===== config.mk =====
export PLATFORM = sky130hd
export DESIGN_NAME = soundCommandPort
export DESIGN_NICKNAME = d
export VERILOG_FILES = /design/src/hw/soundCommandPort.sv
export SDC_FILE = /design/constraint.sdc
export NUM_CORES = 1
export LEC_CHECK = 0
export BUFFER_PORTS_ARGS = -buffer_cell sky130_fd_sc_hd__buf_4
export CORE_AREA = 2 2 39 41
export CTS_CLUSTER_SIZE = 8
export DETAILED_ROUTE_END_ITERATION = 7
export DIE_AREA = 0 0 41 43
export PLACE_DENSITY_LB_ADDON = 0.15
export SLEW_MARGIN = 5
export SYNTH_ARGS = -nofsm -noshare
export SYNTH_HDL_FRONTEND = slang
export SYNTH_SLANG_ARGS = --single-unit

===== constraint.sdc =====
create_clock -name clk -period 0.8 [get_ports clk]
set_input_delay 0.08 -clock clk [delete_from_list [all_inputs] [get_ports clk]]
set_output_delay 0.08 -clock clk [all_outputs]
set_load 0.02 [all_outputs]

===== src/hw/soundCommandPort.sv =====
`timescale 1ns/10ps
`default_nettype none

module soundCommandPort (
    input  logic       clk,
    input  logic       rstN,
    input  logic       soundRead,
    input  logic       fifoEmpty,
    input  logic [7:0] headData,
    output logic       pop,
    output logic [7:0] command,
    output logic       pending
);

    // ##############################
    // command latch
    // ##############################

    // a read with nothing queued leaves the last command in place.
    assign pop = soundRead && !fifoEmpty;

    always_ff @(posedge clk) begin
        if (!rstN) begin
            command <= 8'd0;
        end else if (pop) begin
            command <= headData;                            // fifo advances on the same edge.
        end
    end

    // more commands still wait behind the latched one.
    assign pending = !fifoEmpty;

endmodule

`default_nettype wire


==> impl_metrics.csv <==
group,metric,value,unit
grt,grt_max_degree,17,
worst_hold_path,worstHoldPathType,"in2reg",
power_and_ir_drop,pwr_density_cell,1640,nW/um^2
timing,fin_crit,777,ps
timing,period_share,97.1,%
power_and_ir_drop,leakagePower,0.263,nW
cells_and_area,layout.nets,73,
clocking,cts_buffers,3,
critical_path,criticalPathCategory,"reg2out",
detailed_routing,wl_per_cell,8.97,um
timing,worstMarginPinSlew,162,ps
detailed_routing,num_vias,301,
detailed_routing,firstDrtPassIters,4,
timing,final_hold_viol_count,0,
detailed_routing,wirelength,673,um
timing,slew_headroom,89.2,%
critical_path,cp_max_fo,2,
cells_and_area,fin_area,558,um^2
synth,syn_nets,49,
detailed_routing,viasPerCell,4.01,
clocking,numClockSinks,8,
place,place_area,495,um^2
clocking,cts_max_level,1,
place,gp_congestion,0.601,
die,fp-row-count,14,
critical_path,cp_top_family,"flip-flops",
place,portBuffers,21,
cells_and_area,largest_register_ffs,8,
synth,ys_types,8,
timing,drv_slew,0,
grt,grt_pass1_vias,235,
critical_path,critPathLaunchType,"flip-flop",
job,cap_violations,0,
clocking,cts_root_buf,"clkbuf_4",
clocking,holdBufCountCts,0,
critical_path,worst_r2r_startpoint,"command[6]",
cells_and_area,drive_gt1_share,55.9,%
critical_path,worstPathArrival,700,ps
grt,grt_pass1_wl,924,um
critical_path,cpMaxStageDelayCell,"dfxtp_2",
synth,ys_warn_count,0,
timing,finalSetupTns,0,ps
critical_path,crit_chain,"buf_6",
die,die_h,43,um
clocking,cts.clk_slew.worst_paths,50,ps
cells_and_area,antenna_cells,0,
synth,syn_area_per_cell,9.03,um^2
clocking,clk_latency,240,ps
clocking,tritoncts,"yes",
place,dp_hpwl,483,um
worst_hold_path,worstHoldEndpoint,"command[1]",
detailed_routing,drtIter0Drc,3,
critical_path,worst-r2r-setup-slack,230,ps
synth,syn_inst,37,
grt,grtUsageTotal,8.34,%
die,ios,22,
critical_path,r2r_cells,2,
timing,setup_viol,0,
die,die_x,41,um
synth,synth_area,334,um^2
timing,rsz0062_at_grt,"no",
grt,antenna_found_initial,0,
critical_path,slowest_delay,340,ps
clocking,clk_path_buf_depth,2,
timing,max_freq,1290,MHz
cells_and_area,final_common_cell,"nand2_1",
critical_path,required,720,ps
place,dp_slack,17.9,ps
cells_and_area,largest_register,"command",
cells_and_area,top_regs,"command: 8 flops",
critical_path,crit_path_end_kind,"output port",
cells_and_area,area_delta_synth_final,67.0,%
critical_path,r2r_end,"command[6]",
detailed_routing,route.detailed.drc,0,
die,core,1380,um^2
worst_hold_path,min_path_cells,3,
synth,ys_ff_latch,8,
worst_hold_path,min-delay-start,"headData[1]",
grt,grt_overflow,0,
die,fp.dieArea,1760,um^2
synth,ys_seq_area_share,47.9,%
detailed_routing,ant_nets,0,
clocking,post-cts-setup-buffer-count,0,
timing,fin_worst_skew,0,ps
run_status,outcome,"finished, final reports clean",
cells_and_area,final_cell_mix,"nand2_1 (16), buf_4 (14), mux2i_1 (8), dfxtp_2 (8), buf_6 (8)",
timing,worst_slack,23.1,ps
power_and_ir_drop,ir_drop,0.807,mV
die,start_util,24.1,%
critical_path,cp.buffers_inverters,1,
==> Yosys cell counts (all sizes together) <==
cell type / number / area share [%]
mux2i: 8 / 24
buf: 2 / 5.6
dfxtp: 8 / 48
nor2b: 1 / 1.9
nand2: 16 / 18
inv: 1 / 1.1
clkbuf: 1 / 1.5
==> worst reg2reg max path: stages (launching register included) <==
cell and delay, ps:
dfxtp_2 330, nand2_1 50, mux2i_1 120
==> layout make-up <==
class                   count  area, um^2
repair buffers             22         195
well taps                  16        20.0
flip-flops and latches      8         170
multi-input cells          25         146
fillers                   146         826
clock buffers               3        22.5
inverters                   1        3.75
==> worst max-delay path by stage <==
stage / cells after the start / slack, ps / end / start
after CTS: 1 / 0.02 / command[4] / command[4]
after global routing: 1 / 9 / command[7] / command[7]
after detailed placement: 4 / 20 / command[3] / fifoEmpty
after floorplan: 2 / 140 / command[0] / command[0]
after global placement: 4 / 30 / command[3] / fifoEmpty
final: 1 / 20 / command[7] / command[7]
==> kinds of logic (layout without fill, tap and decap cells) <==
family / Yosys count / in the layout / synth area share, %
buffers and inverters: 4 / 26 / 8.24
DFF: 8 / 8 / 47.9
muxes: 8 / 8 / 24.0
and+or+nand+nor: 17 / 17 / 19.9
==> metal layers <==
| layer | wire (um) | global-route usage, % | vias to the layer above |
|---|---|---|---|
| met2 | 284 | 8.75 | 13 |
| met5 | 0 | 0 | - |
| met3 | 61 | 3.14 | 2 |
| met1 | 317 | 11.0 | 126 |
| met4 | 10 | 10.0 | 0 |
| li1 | - | - | 160 |
==> power by group <==
| part | leakage [nW] | internal, W | switching, W |
|---|---|---|---|
| registers | 0.0688 | 0.000424 | 0.0000136 |
| clock network | 0.0138 | 0.000171 | 0.000123 |
| logic | 0.181 | 0.000102 | 0.0000814 |
==> through the flow <==
stage	power, W	hold slack, ps	util [%]	cells
after global placement	0.000610	343	35.8	72
final	0.000915	79.1	40.3	75
after floorplan	0.000529	222	-	37
after detailed placement	0.000611	344	35.8	72
after global routing	0.000953	83.0	40.3	75
after CTS	0.000917	74.9	38.7	75
==> repair_timing <==
| action | in CTS | in global routing |
|---|---|---|
| endpoints found under the setup margin | 4 | 6 |
| hold endpoints to repair | 0 | 0 |
| gates resized for setup | 6 | 10 |
| gates cloned | 0 | 0 |
Note: power is estimated with default switching activity, not from simulation.
