==> src/hw/busTypes.sv <==
`default_nettype none

package busTypes;

    // ##############################
    // cpu side
    // ##############################

    // one bus cycle as seen by the board.
    typedef struct packed {
        logic        strobe;     // high for the single cycle of an access.
        logic        write;
        logic [1:0]  dsN;        // upper byte on bit 1, lower byte on bit 0.
        logic [23:0] wordAddr;
        logic [15:0] writeData;
    } cpuReqT;

    // active-low region selects.
    typedef struct packed {
        logic workN;
        logic romN;
        logic screenN;
        logic colorN;
        logic ioN;
        logic objectN;
        logic soundN;
        logic extensionN;
        logic ssSaveN;
        logic ssResetN;
        logic ssVecN;
    } chipSelectsT;

    // ##############################
    // sound side
    // ##############################

    typedef struct packed {
        logic [2:0] fifoCount;
        logic       fifoFull;
        logic       fifoEmpty;
    } soundStatusT;

endpackage

`default_nettype wire

==> src/hw/soundLatchFifo.sv <==
`timescale 1ns/10ps
`default_nettype none

module soundLatchFifo #(
    parameter int fifoDepth = 4
) (
    input  logic                  clk,
    input  logic                  rstN,
    input  logic                  push,
    input  logic [7:0]            pushData,
    input  logic                  pop,
    output logic [7:0]            headData,
    output busTypes::soundStatusT status
);

    localparam int ptrW = (fifoDepth > 1) ? $clog2(fifoDepth) : 1;
    localparam logic [ptrW-1:0] lastSlot = ptrW'(fifoDepth - 1);

    logic [7:0]      mem [fifoDepth];
    logic [ptrW-1:0] rdPtr;
    logic [ptrW-1:0] wrPtr;
    logic [2:0]      count;
    logic            full;
    logic            empty;
    logic            doPush;
    logic            doPop;

    assign full   = (count == 3'(fifoDepth));
    assign empty  = (count == 3'd0);
    assign doPush = push && !full;                          // a push into a full fifo is lost.
    assign doPop  = pop && !empty;

    always_ff @(posedge clk) begin
        if (doPush) begin
            mem[wrPtr] <= pushData;
        end
    end

    always_ff @(posedge clk) begin
        if (!rstN) begin
            rdPtr <= '0;
            wrPtr <= '0;
            count <= 3'd0;
        end else begin
            if (doPush) begin
                wrPtr <= (wrPtr == lastSlot) ? '0 : wrPtr + 1'b1;
            end
            if (doPop) begin
                rdPtr <= (rdPtr == lastSlot) ? '0 : rdPtr + 1'b1;
            end
            count <= count + 3'(doPush) - 3'(doPop);        // both at once leaves it unchanged.
        end
    end

    assign headData         = mem[rdPtr];
    assign status.fifoCount = count;
    assign status.fifoFull  = full;
    assign status.fifoEmpty = empty;

endmodule

`default_nettype wire

==> config.mk <==
export PLATFORM = sky130hd
export DESIGN_NAME = soundLatchFifo
export DESIGN_NICKNAME = d
export VERILOG_FILES = /design/src/hw/busTypes.sv /design/src/hw/soundLatchFifo.sv
export SDC_FILE = /design/constraint.sdc
export NUM_CORES = 1
export LEC_CHECK = 0
export BUFFER_PORTS_ARGS = -buffer_cell sky130_fd_sc_hd__buf_2
export CAP_MARGIN = 0
export CORE_MARGIN = 2
export CORE_UTILIZATION = 55
export DETAILED_ROUTE_END_ITERATION = 8
export PLACE_DENSITY = 0.77
export SYNTH_ARGS = -nofsm -noshare
export SYNTH_HDL_FRONTEND = slang
export SYNTH_SLANG_ARGS = --single-unit
==> constraint.sdc <==
create_clock -name clk -period 3.33 [get_ports clk]
set_input_delay 0 -clock clk [delete_from_list [all_inputs] [get_ports clk]]
set_output_delay 0 -clock clk [all_outputs]
set_load 0.01 [all_outputs]
==> results.py <==
metrics = {
    "status": {
        "status": "finished, final reports clean",
    },
    "floorplanning": {
        "die_h_microns": 59.17,
        "die_x_microns": 59.17,
        "start_util": 0.5622,
        "core_sq_um": 2978,
        "dieArea_sq_um": 3501,
        "io_pins": 25,
        "rows": 20,
    },
    "global_routing": {
        "grtUsageMet3": 0.06769,
        "grt_max_degree": 13,
        "grt_pass1_wl_microns": 4236,
        "gr-total-overflow": 0,
        "grt_pass1_vias": 929,
        "top_usage_layer": "met2",
        "grt_use_met1": 0.2122,
        "antenna_found_initial": 0,
        "use_met2": 0.2762,
        "grtUsageTotal": 0.1758,
    },
    "cells_and_area": {
        "insertedDiodeCount": 0,
        "nets": 151,
        "area_growth_syn_to_layout_pct": 17.19,
        "utilization": 0.6588,
        "drive_above_1_share": 0.3333,
        "fill_cells": 209,
    },
    "clocking": {
        "clock_path_buffers": 2,
        "htree_levels": 2,
        "numClockSinks": 41,
        "postCtsSetupBuffers": 0,
        "root_buffer": "clkbuf_4",
        "cts_made_buffers": 5,
        "clkTransAtPathRegs_ps": 110,
        "clk_latency_ps": 340,
        "cts_repair_resize_count": 0,
        "cts_hold_buf": 9,
        "cts_tree": "done",
    },
    "setup_path": {
        "r2r_setup_slack_ps": 1060,
        "setup.worst_path.start_class": "flop",
        "critPathArrivalTime_ps": 2510,
        "criticalPathCategory": "flop to flop",
        "reg2reg_to": "count[2]",
        "crit_fanout": 7,
        "rr_startpoint": "count[2]",
        "worstPathRequired_ps": 3570,
        "crit_path_end_kind": "flop",
        "reg2reg_depth": 10,
    },
    "logic_synthesis": {
        "async_flop_share": 0,
        "seq_area_frac_synth": 0.6816,
        "synth.net_count": 117,
        "ys_ff_latch": 41,
        "ys_warn_count": 0,
        "syn_area_sq_um": 1674,
        "synthFlopType": "edfxtp_1",
        "synth_edf_count": 32,
        "yosys.cell_types.count": 22,
        "syn_inst": 97,
        "avgSynthCellArea_sq_um": 17.26,
    },
    "routing": {
        "finalWirelength_microns": 2560,
        "drtAntennaViolNets": 0,
        "drtIter0Drc": 34,
        "viasPerCell": 5.139,
        "drc": 0,
        "wl_per_cell_microns": 15.52,
        "drtPass1Iterations": 4,
        "vias": 848,
    },
    "sta": {
        "setup_viol": 0,
        "maxSlewHeadroom": 0.6317,
        "period_needed_ps": 2269,
        "skew_ps": 4.957,
        "drv_slew": 0,
        "hold_viol": 0,
        "tns_ps": 0,
        "holdWs_ps": 20.61,
        "layout_worst_path_cycle_share": 0.6814,
        "rsz0062_at_grt": "no",
        "worst_pin_slew_ps": 551.6,
        "fmax_mhz": 440.7,
    },
    "power": {
        "vdd_drop_max_mv": 0.4495,
        "power_density_nw_per_um2": 684.5,
        "power_mw": 1.343,
        "p_leak_nw": 0.7426,
    },
    "placed_design": {
        "dp_hpwl_microns": 1726,
        "io_buffer_count": 24,
        "gp_congestion": 0.7095,
    },
    "worst_hold_path": {
        "worstHoldStart": "pop",
        "holdPathStages": 3,
        "hp-class": "primary input to flop",
    },
    "run": {
        "drv_cap": 0,
    },
}
[critical path, cell delays in order, from the launching register on]
cell and delay, ps:
dfxtp_1 370, nor3b_4 180, nor2b_2 260, inv_1 80
ha_1 280, inv_1 40, ha_1 180, fa_1 380
xnor2_1 140, xnor2_1 120, and2_1 150
[kinds of logic after synthesis]
family | after synthesis | synth area share
compound gates | 3 | 0.01345
xor+xnor | 2 | 0.01047
fa+ha+maj | 8 | 0.06427
buf+inv | 13 | 0.03886
flops | 41 | 0.6816
mux | 10 | 0.1196
simple gates | 20 | 0.07175
[final cells by class]
| class | instances | area, sq um | share of cell area |
|---|---|---|---|
| sequential | 41 | 1141 | 0.5816 |
| multi-input combinational | 43 | 467.9 | 0.2385 |
| timing repair buffer | 33 | 210.2 | 0.1071 |
| clock buffer | 6 | 41.29 | 0.02105 |
| tap | 33 | 41.29 | 0.02105 |
| clock inverter | 2 | 33.78 | 0.01722 |
| inverter | 7 | 26.28 | 0.01339 |
[flip-flops by register name (all words and copies together), names as in the netlist, named ones only]
register  flops
mem          32
rdPtr         2
wrPtr         2
count         3
[where the power goes]
part | internal, mW | leakage [nW] | switching, mW | total [mW]
logic | 0.187 | 0.336 | 0.157 | 0.344
registers | 0.628 | 0.367 | 0.0676 | 0.695
clock network | 0.156 | 0.0399 | 0.148 | 0.304
[worst max path at each step]
| stage | startpoint | cells past startpoint | endpoint | slack (ps) |
|---|---|---|---|---|
| global placement | count[2] | 10 | count[2] | 1100 |
| CTS | count[0] | 10 | count[2] | 1050 |
| detailed placement | count[2] | 10 | count[2] | 1060 |
| floorplan | count[1] | 9 | count[2] | 1170 |
| global route | count[2] | 10 | count[2] | 900 |
| finish | count[2] | 10 | count[2] | 1060 |
[per-stage QoR]
step	cell area, sq um	std cells	setup WS, ps
2_1_floorplan	1674	97	1173
3_3_place_gp	1797	148	1101
3_5_place_dp	1797	148	1063
4_1_cts	1962	165	1048
5_1_grt	1962	165	904.8
6_report	1962	165	1061
[synth_stat cells (all sizes together) (2+ instances only)]
library cell | number | area share
nand3 | 2 | 0.0060
mux2i | 2 | 0.012
nand2 | 6 | 0.013
clkbuf | 2 | 0.0045
buf | 4 | 0.019
mux4 | 8 | 0.11
dfxtp | 9 | 0.11
inv | 7 | 0.016
edfxtp | 32 | 0.57
o21ai | 2 | 0.0060
ha | 7 | 0.052
xnor2 | 2 | 0.010
and2 | 7 | 0.028
nor2 | 2 | 0.0045
[routing by layer]
metal | vias to the layer above | wire (microns)
met1 | 402 | 1059
met4 | 0 | 43
met2 | 21 | 1345
met5 | - | 0
met3 | 6 | 111
li1 | 419 | -
[layout by cell type, fill, tap and decap left out, types with 2 or more instances in the layout]
master         count
edfxtp_1          32
buf_2             24
dfxtp_1            9
dlygate4sd3_1      9
mux4_2             8
inv_1              7
ha_1               7
nand2_1            6
clkbuf_4           5
and2_1             4
and2_2             3
nor2_1             2
nand3_1            2
o21ai_0            2
mux2i_1            2
xnor2_1            2
Note: power is estimated with default switching activity, not from simulation.
