$ cat src/hw/busTypes.sv
`default_nettype none

package busTypes;

    // ##############################
    // cpu side
    // ##############################

    // one bus cycle as seen by the board.
    typedef struct packed {
        logic        strobe;     // high for the single cycle of an access.
        logic        write;
        logic [1:0]  dsN;        // upper byte on bit 1, lower byte on bit 0.
        logic [23:0] wordAddr;
        logic [15:0] writeData;
    } cpuReqT;

    // active-low region selects.
    typedef struct packed {
        logic workN;
        logic romN;
        logic screenN;
        logic colorN;
        logic ioN;
        logic objectN;
        logic soundN;
        logic extensionN;
        logic ssSaveN;
        logic ssResetN;
        logic ssVecN;
    } chipSelectsT;

    // ##############################
    // sound side
    // ##############################

    typedef struct packed {
        logic [2:0] fifoCount;
        logic       fifoFull;
        logic       fifoEmpty;
    } soundStatusT;

endpackage

`default_nettype wire

$ cat src/hw/systemConsts.sv
`default_nettype none

package systemConsts;

    // ##############################
    // boards
    // ##############################

    // board selected by the top level. gameNone parks the decoder.
    typedef enum logic [2:0] {
        gameNone    = 3'd0,
        gameFinalb  = 3'd1,
        gameDinorex = 3'd2,
        gameQjinsei = 3'd3,
        gameLiquidk = 3'd4
    } gameT;

    // ##############################
    // fixed map locations
    // ##############################

    // word addresses below this hold the reset vectors.
    localparam logic [23:0] vectorSpan = 24'd16;

    // the two interrupt vector words taken over by the save-state engine.
    localparam logic [23:0] intVectorLo = 24'h00007c;
    localparam logic [23:0] intVectorHi = 24'h00007e;

    // upper 16 address bits of the save-state window.
    localparam logic [15:0] saveWindowPage = 16'hff00;

    // width of the command byte handed to the sound side.
    localparam int soundByteBits = 8;

endpackage

`default_nettype wire

$ cat src/hw/addressTranslator.sv
`timescale 1ns/10ps
`default_nettype none

module addressTranslator (
    input  systemConsts::gameT    game,
    input  logic [1:0]            dsN,
    input  logic [23:0]           wordAddr,
    input  logic                  ssRestart,
    output busTypes::chipSelectsT selects
);

    logic knownGame;
    logic isIntVector;

    assign knownGame = game inside {systemConsts::gameFinalb, systemConsts::gameDinorex,
                                    systemConsts::gameQjinsei, systemConsts::gameLiquidk};

    assign isIntVector = (wordAddr == systemConsts::intVectorLo) ||
                         (wordAddr == systemConsts::intVectorHi);

    always_comb begin
        selects = '1;                                       // nothing selected.

        if (!(&dsN) && knownGame) begin
            // ##############################
            // save-state overrides
            // ##############################
            if (wordAddr < systemConsts::vectorSpan) begin
                if (ssRestart) begin
                    selects.ssResetN = 1'b0;
                end else begin
                    selects.romN = 1'b0;
                end
            end else if (isIntVector && game != systemConsts::gameLiquidk) begin
                selects.ssVecN = 1'b0;                      // liquid kids keeps its own vectors.
            end else if (wordAddr[23:8] == systemConsts::saveWindowPage) begin
                selects.ssSaveN = 1'b0;
            end else begin
                // ##############################
                // per game maps
                // ##############################
                case (game)
                    systemConsts::gameFinalb: begin
                        casez (wordAddr)
                            24'h0?????: selects.romN = 1'b0;
                            24'h1?????: selects.workN = 1'b0;
                            24'h2?????: selects.colorN = 1'b0;
                            24'h30????: selects.ioN = 1'b0;
                            24'h32????: selects.soundN = 1'b0;
                            24'h8?????: selects.screenN = 1'b0;
                            24'h9?????: selects.objectN = 1'b0;
                            default: ;
                        endcase
                    end

                    systemConsts::gameDinorex: begin
                        casez (wordAddr)
                            24'h0?????: selects.romN = 1'b0;
                            24'h1?????: selects.romN = 1'b0;
                            24'h2?????: selects.romN = 1'b0;    // third rom bank.
                            24'h30????: selects.ioN = 1'b0;
                            24'h4?????: selects.extensionN = 1'b0;
                            24'h5?????: selects.colorN = 1'b0;
                            24'h6?????: selects.workN = 1'b0;
                            24'h8?????: selects.objectN = 1'b0;
                            24'h9?????: selects.screenN = 1'b0;
                            24'ha0????: selects.soundN = 1'b0;
                            default: ;
                        endcase
                    end

                    systemConsts::gameQjinsei: begin
                        casez (wordAddr)
                            24'h0?????: selects.romN = 1'b0;
                            24'h1?????: selects.romN = 1'b0;
                            24'h20????: selects.soundN = 1'b0;
                            24'h3?????: selects.workN = 1'b0;
                            24'h6?????: selects.extensionN = 1'b0;
                            24'h7?????: selects.colorN = 1'b0;
                            24'h8?????: selects.screenN = 1'b0;
                            24'h9?????: selects.objectN = 1'b0;
                            24'hb0????: selects.ioN = 1'b0;
                            default: ;
                        endcase
                    end

                    systemConsts::gameLiquidk: begin
                        casez (wordAddr)
                            24'h0?????: selects.romN = 1'b0;
                            24'h1?????: selects.workN = 1'b0;
                            24'h2?????: selects.colorN = 1'b0;
                            24'h30????: selects.ioN = 1'b0;
                            24'h32????: selects.soundN = 1'b0;
                            24'h8?????: selects.screenN = 1'b0;
                            24'h9?????: selects.objectN = 1'b0;
                            default: ;
                        endcase
                    end

                    default: begin
                    end
                endcase
            end
        end
    end

endmodule

`default_nettype wire

$ cat config.mk
export PLATFORM = sky130hd
export DESIGN_NAME = addressTranslator
export DESIGN_NICKNAME = d
export VERILOG_FILES = /design/src/hw/busTypes.sv /design/src/hw/systemConsts.sv /design/src/hw/addressTranslator.sv
export SDC_FILE = /design/constraint.sdc
export NUM_CORES = 1
export LEC_CHECK = 0
export ABC_CLOCK_PERIOD_IN_PS = 1600
export BUFFER_PORTS_ARGS = -buffer_cell sky130_fd_sc_hd__buf_2
export CAP_MARGIN = 40
export CORE_MARGIN = 8
export CORE_UTILIZATION = 25
export DETAILED_ROUTE_END_ITERATION = 6
export SLEW_MARGIN = 0
export SYNTH_ARGS = -nofsm -noshare
export SYNTH_HDL_FRONTEND = slang
export SYNTH_SLANG_ARGS = --single-unit
$ cat constraint.sdc
create_clock -name vclk -period 1.6
set_input_delay 0.08 -clock vclk [all_inputs]
set_output_delay 0.08 -clock vclk [all_outputs]
set_load 0.01 [all_outputs]
==> results of run 1 <==
through the flow:
stage | hold slack [ns] | setup TNS, ns
detailed placement | 0.415 | -0.0322
CTS | 0.416 | 0
global route | 0.449 | -0.0139
finish | 0.414 | 0
global placement | 0.420 | -0.0139
floorplan | 0.226 | 0
what timing repair did:
item                       in CTS  in global routing
resized for setup               0                  5
setup endpoints to repair       2                  2
setup buffers                   1                  0
pin swaps                       1                  0
how the worst max path moves through the flow:
| stage | startpoint | to | slack [ns] | depth (start not counted) |
|---|---|---|---|---|
| floorplan | wordAddr[21] | selects[9] | 0.27 | 6 |
| CTS | wordAddr[6] | selects[9] | 0.02 | 7 |
| finish | wordAddr[6] | selects[9] | 0.05 | 7 |
| global placement | wordAddr[18] | selects[9] | -0.01 | 6 |
| global route | wordAddr[6] | selects[9] | -0.01 | 7 |
| detailed placement | game[1] | selects[8] | -0.02 | 6 |
layout by cell type (no fill, tap or decap), types with 2 or more instances in the layout:
cell	synthesis	final
xnor2_1	3	3
buf_2	2	40
nand3_1	5	5
buf_4	0	10
nor3b_1	2	2
nor4_1	3	2
nand2_1	4	4
o32a_1	2	2
a21oi_1	5	5
nor4_2	3	3
nor2_1	5	5
inv_1	3	3
nand4_1	5	5
o31a_1	2	2
nor4_4	1	2
nor3_1	6	6
nand2b_1	5	5
cell families after synthesis:
group | Yosys count | share of synthesized area (%)
AO/OA/AOI/OAI | 19 | 25.2
XOR/XNOR | 3 | 4.44
buffers and inverters | 11 | 11.2
AND/OR/NAND/NOR | 51 | 59.2
where the power goes:
group	total [mW]	switching [mW]	internal, mW	leakage, nW
Sequential	0	0	0	0
Clock	0	0	0	0
Combinational	0.217	0.112	0.106	0.349
per-layer routing:
metal  global-route usage [%]  wire [um]
met1                     13.1        970
met2                     17.5       1040
met3                     1.89        145
met4                        0          0
met5                        0          0
cell type report:
class	instances	share of cell area [%]
repair buffers	51	32.9
multi-input cells	73	61.9
inverters	3	1.26
well taps	28	3.91
==> summary.txt, run 1 <==
Global route
  • Global Route Usage Sum: roughly 10%
  • Vias in the first global route: 846
  • Largest net degree at the start of global routing: 12
  • Global-route wire length before repair: 3780 um
  • Initial antenna violation count: 0
  • Total grt overflow: 0

Timing
  • Hold Vio Cnt, Final: 0
  • Worst-Margin Slew: approximately 0.42 ns
  • RSZ-0062 raised after global routing: true
  • Max frequency: about 640 MHz
  • Min cycle time layout: ~1.6 ns
  • Final period util: between 90% and 100%
  • Slew Viols, Final: 0
  • Final setup viols: 0
  • Setup ws final: about 0.046 ns
  • Normalized max-slew margin: a little under three quarters

Cells and area
  • Non-filler instance count after layout: roughly 160
  • Final instance area: around 900 um^2
  • Area delta synth->final: 51.6%
  • Clkbuf count: 0
  • Diode count: 0
  • Fin util: 40.2%
  • Layout cells sized above 1: between 40% and 50%
  • Multi-input gate area in the final layout: 556 um^2
  • Reg area: 0 um^2
  • Fillers: around 260
  • NumNets Final: about 160
  • Sequential cells: 0

Yosys
  • Post-synth top area share: 6.34%
  • Seq/Total Area, Yosys: 0%
  • Post-Synthesis Cells: 84
  • Library cells used by synthesis: 38
  • Post-synthesis cell type with the largest combined area: nor4_2
  • Synth warn: 0
  • Syn Nets: roughly 110
  • Most common cell in the synthesized netlist: nor3_1
  • Main area contributors after synthesis: nor4_2, buf_6, nand2b_1
  • Syn Area/Cell: slightly above 7 um^2
  • Synth Cell Area: a little under 600 um^2

Clocking
  • # hold bufs at CTS: 0

Placed design
  • Gp weighted congestion: roughly 0.83
  • I/O Buffers: 40
  • Placed Cells: roughly 150
  • DP Wirelength: between 1500 and 2000 um
  • Area after DPL: approximately 850 um^2
  • Pre-CTS WS: -0.0202 ns

Worst setup path
  • Worst Path Buf+Inv: 3
  • CP max-delay cell: or3_4
  • Setup crit start kind: primary input
  • Path type of the worst setup path: in -> out
  • CP Data Required Time: between 1.5 and 2 ns
  • Max stage delay on crit path: between 0.3 and 0.4 ns
  • Crit path max-delay family: compound AO/OA/AOI/OAI gates
  • Cell Chain, Critical Path: buf_2, or3_4, o31a_1, o31a_1, buf_12, a32oi_2, buf_2
  • Endpoint class of the critical path: output pin
  • Crit Path Max Fanout: 9
  • Worst Path Arrival: 1.47 ns

Power
  • Max VDD drop: 0.0956 mV
  • Total power: between 200 and 250 uW
  • Pwr Density: 242 nW/um^2
  • Leakage power: around 0.35 nW

Floorplanning
  • Placement row count: 17
  • Die Ht: roughly 65 um
  • Initial Utilization: between 20% and 30%
  • Die width: 64.7 um
  • CORE AREA: roughly 2200 um^2
  • Total Die Area: around 4200 um^2
  • Io pins: just over 40

Detailed routing
  • Total number of vias: 836
  • Vias per Instance: ~5.4
  • DRC: 0
  • Detail Route Antenna Nets: 0
  • TritonRoute pass-1 iters: 4
  • Post-Route WL: 2160 um
  • Initial DRC Count: 26
  • WL/cell: about 14 um

Min path
  • Worst hold-check path type: in -> out
  • Hold path start: ssRestart
  • Hold Path Cell Cnt: 3
  • Hold path endpoint: selects[1]

Run
  • Max cap viols: 0

Outcome
  • Status: complete, no violations
(Power assumes the default switching activity.)
==> run 2, diff against run 1 <==
==> constraint.sdc (replaced) <==
create_clock -name vclk -period 1.6
set_input_delay 0.08 -clock vclk [all_inputs]
set_output_delay 0.08 -clock vclk [all_outputs]
set_load 0.005 [all_outputs]
==> run 2 against run 1 <==
Effect of this change: design area down 2.6%; die area stayed put; utilization fell by 1.1 points; critical path type unchanged; worst setup slack got worse by 0.0048 ns; largest cell class unchanged; critical path depth down 1.
==> summary.txt, run 2 (synthesis gave the netlist of run 1 again) <==
Cells and area
  • Final instance area: 873 um^2 (was 897 um^2)
  • Diode count: 0 (unchanged)
  • Area delta synth->final: 47.6% (was 51.6%)
  • NumNets Final: 159 (unchanged)
  • Sequential cells: 0 (unchanged)
  • Reg area: 0 um^2 (unchanged)
  • Commonest non-fill, non-tap cell in the layout: buf_2 (unchanged)
  • Commonest cells after routing, fill and taps aside: buf_2, buf_4, nor3_1 (unchanged)
  • Clkbuf count: 0 (unchanged)
  • Layout cells sized above 1: 48.0% (was 49.6%)

Floorplanning
  • Initial Utilization: 26.5% (unchanged)
  • CORE AREA: 2230 um^2 (unchanged)
  • Die Ht: 64.7 um (unchanged)
  • Die width: 64.7 um (unchanged)
  • Placement row count: 17 (unchanged)
  • Total Die Area: 4180 um^2 (unchanged)
  • Io pins: 41 (unchanged)

Detailed routing
  • Initial DRC Count: 33 (was 26)
  • DR WL met3: 152 um (was 145 um)
  • Total number of vias: 831 (was 836)
  • Detail Route Antenna Nets: 0 (unchanged)
  • Top layer reached by signal wires: met3 (unchanged)
  • DRC: 0 (unchanged)
  • M1 WL: 1050 um (was 970 um)
  • Met2 WL post-DR: 1010 um (was 1040 um)
  • Post-Route WL: 2220 um (was 2160 um)
  • Vias per Instance: 5.36 (was 5.39)
  • WL/cell: 14.3 um (was 13.9 um)
  • TritonRoute pass-1 iters: 4 (unchanged)

Power
  • Pwr Density: 232 nW/um^2 (was 242 nW/um^2)
  • Total power: 202 uW (was 217 uW)
  • Max VDD drop: 0.0894 mV (was 0.0956 mV)
  • Leakage power: 0.337 nW (was 0.349 nW)

Timing
  • Max frequency: 642 MHz (was 644 MHz)
  • Final setup viols: 0 (unchanged)
  • Hold Vio Cnt, Final: 0 (unchanged)
  • Slew Viols, Final: 0 (unchanged)
  • Min cycle time layout: 1.56 ns (was 1.55 ns)
  • RSZ-0062 raised after global routing: true (unchanged)
  • Normalized max-slew margin: 75.7% (was 71.6%)
  • Worst-Margin Slew: 0.362 ns (was 0.423 ns)
  • Final period util: 97.4% (was 97.1%)

Run
  • Max cap viols: 0 (unchanged)

Outcome
  • Status: complete, no violations (unchanged)

Global route
  • Vias in the first global route: 806 (was 846)
  • Global-route wire length before repair: 3550 um (was 3780 um)
  • Initial antenna violation count: 0 (unchanged)
  • Largest net degree at the start of global routing: 12 (unchanged)
  • Total grt overflow: 0 (unchanged)
  • Global Route Usage Sum: 9.51% (was 10.0%)

Worst setup path
  • Cell Chain, Critical Path: buf_2, or4_1, nor4_1, o32a_1, nand3_1, buf_2 (was buf_2, or3_4, o31a_1, o31a_1, buf_12, a32oi_2, buf_2)
  • Endpoint class of the critical path: output pin (unchanged)
  • Most used cell, CP: buf_2
  • Crit path capture: selects[4] (was selects[9])
  • Max stage delay on crit path: 0.60 ns (was 0.38 ns)
  • CP Data Required Time: 1.52 ns (about the same)
  • Worst Path Arrival: 1.48 ns (was 1.47 ns)
  • Setup crit start kind: primary input (unchanged)
  • Crit Path Max Fanout: 3 (was 9)
  • WP depth: 6 (was 7)
  • Crit path max-delay family: simple AND/OR/NAND/NOR gates (was compound AO/OA/AOI/OAI gates)
  • Crit path from: wordAddr[18] (was wordAddr[6])
  • CP max-delay cell: or4_1 (was or3_4)
  • Worst Path Buf+Inv: 2 (was 3)
  • Path type of the worst setup path: in -> out (unchanged)

Placed design
  • Gp weighted congestion: 0.829 (was 0.832)
  • I/O Buffers: 40 (unchanged)
  • Area after DPL: 847 um^2 (unchanged)
  • DP Wirelength: 1710 um (was 1750 um)

Clocking
  • Postcts setup bufs: 0 (was 1)

Min path
  • Worst hold-check path type: in -> out (unchanged)
  • Hold Path Cell Cnt: 3 (unchanged)
[run 2: tightest hold or removal path: stages]
cell and delay [ns]:
buf_2 0.08, nand2_1 0.04, buf_2 0.12
[run 2: repair_timing]
action,in CTS,in global routing
hold buffers,0,0
endpoints found under the setup margin,0,5
gates resized for setup,0,3
[run 2: metrics by stage]
stage          hold slack (ns)  setup TNS (ns)  setup slack (ns)  util [%]  instances
6_report                 0.399               0            0.0414      39.1        155
5_1_grt                  0.439         -0.0401           -0.0205      39.1        155
4_1_cts                  0.402               0            0.0101      37.9        154
3_5_place_dp             0.401               0            0.0122      37.9        154
3_3_place_gp             0.407               0           0.00322      37.9        154
2_1_floorplan            0.201               0             0.317         -         84
[run 2: power by group]
group          internal (mW)  switching, mW
Combinational         0.0976          0.105
Sequential                 0              0
Clock                      0              0
[run 2: worst min path at each step]
stage,from,to,slack [ns]
after global placement,ssRestart,selects[1],0.41
after detailed placement,ssRestart,selects[1],0.40
after floorplan,ssRestart,selects[1],0.20
final,ssRestart,selects[1],0.40
after CTS,ssRestart,selects[1],0.40
after global routing,ssRestart,selects[1],0.44
[run 2: area by class of cell]
type                            count  area (um^2)
Timing Repair Buffer               50          275
Tap cell                           28         35.0
Fill cell                         245         1360
Multi-Input combinational cell     74          552
Inverter                            3         11.3
[run 2: routing by layer]
metal  vias up  GRT usage (%)
met1       374           12.2
met5         -              0
met2        31           16.8
li1        426              -
met4         0              0
met3         0           2.06
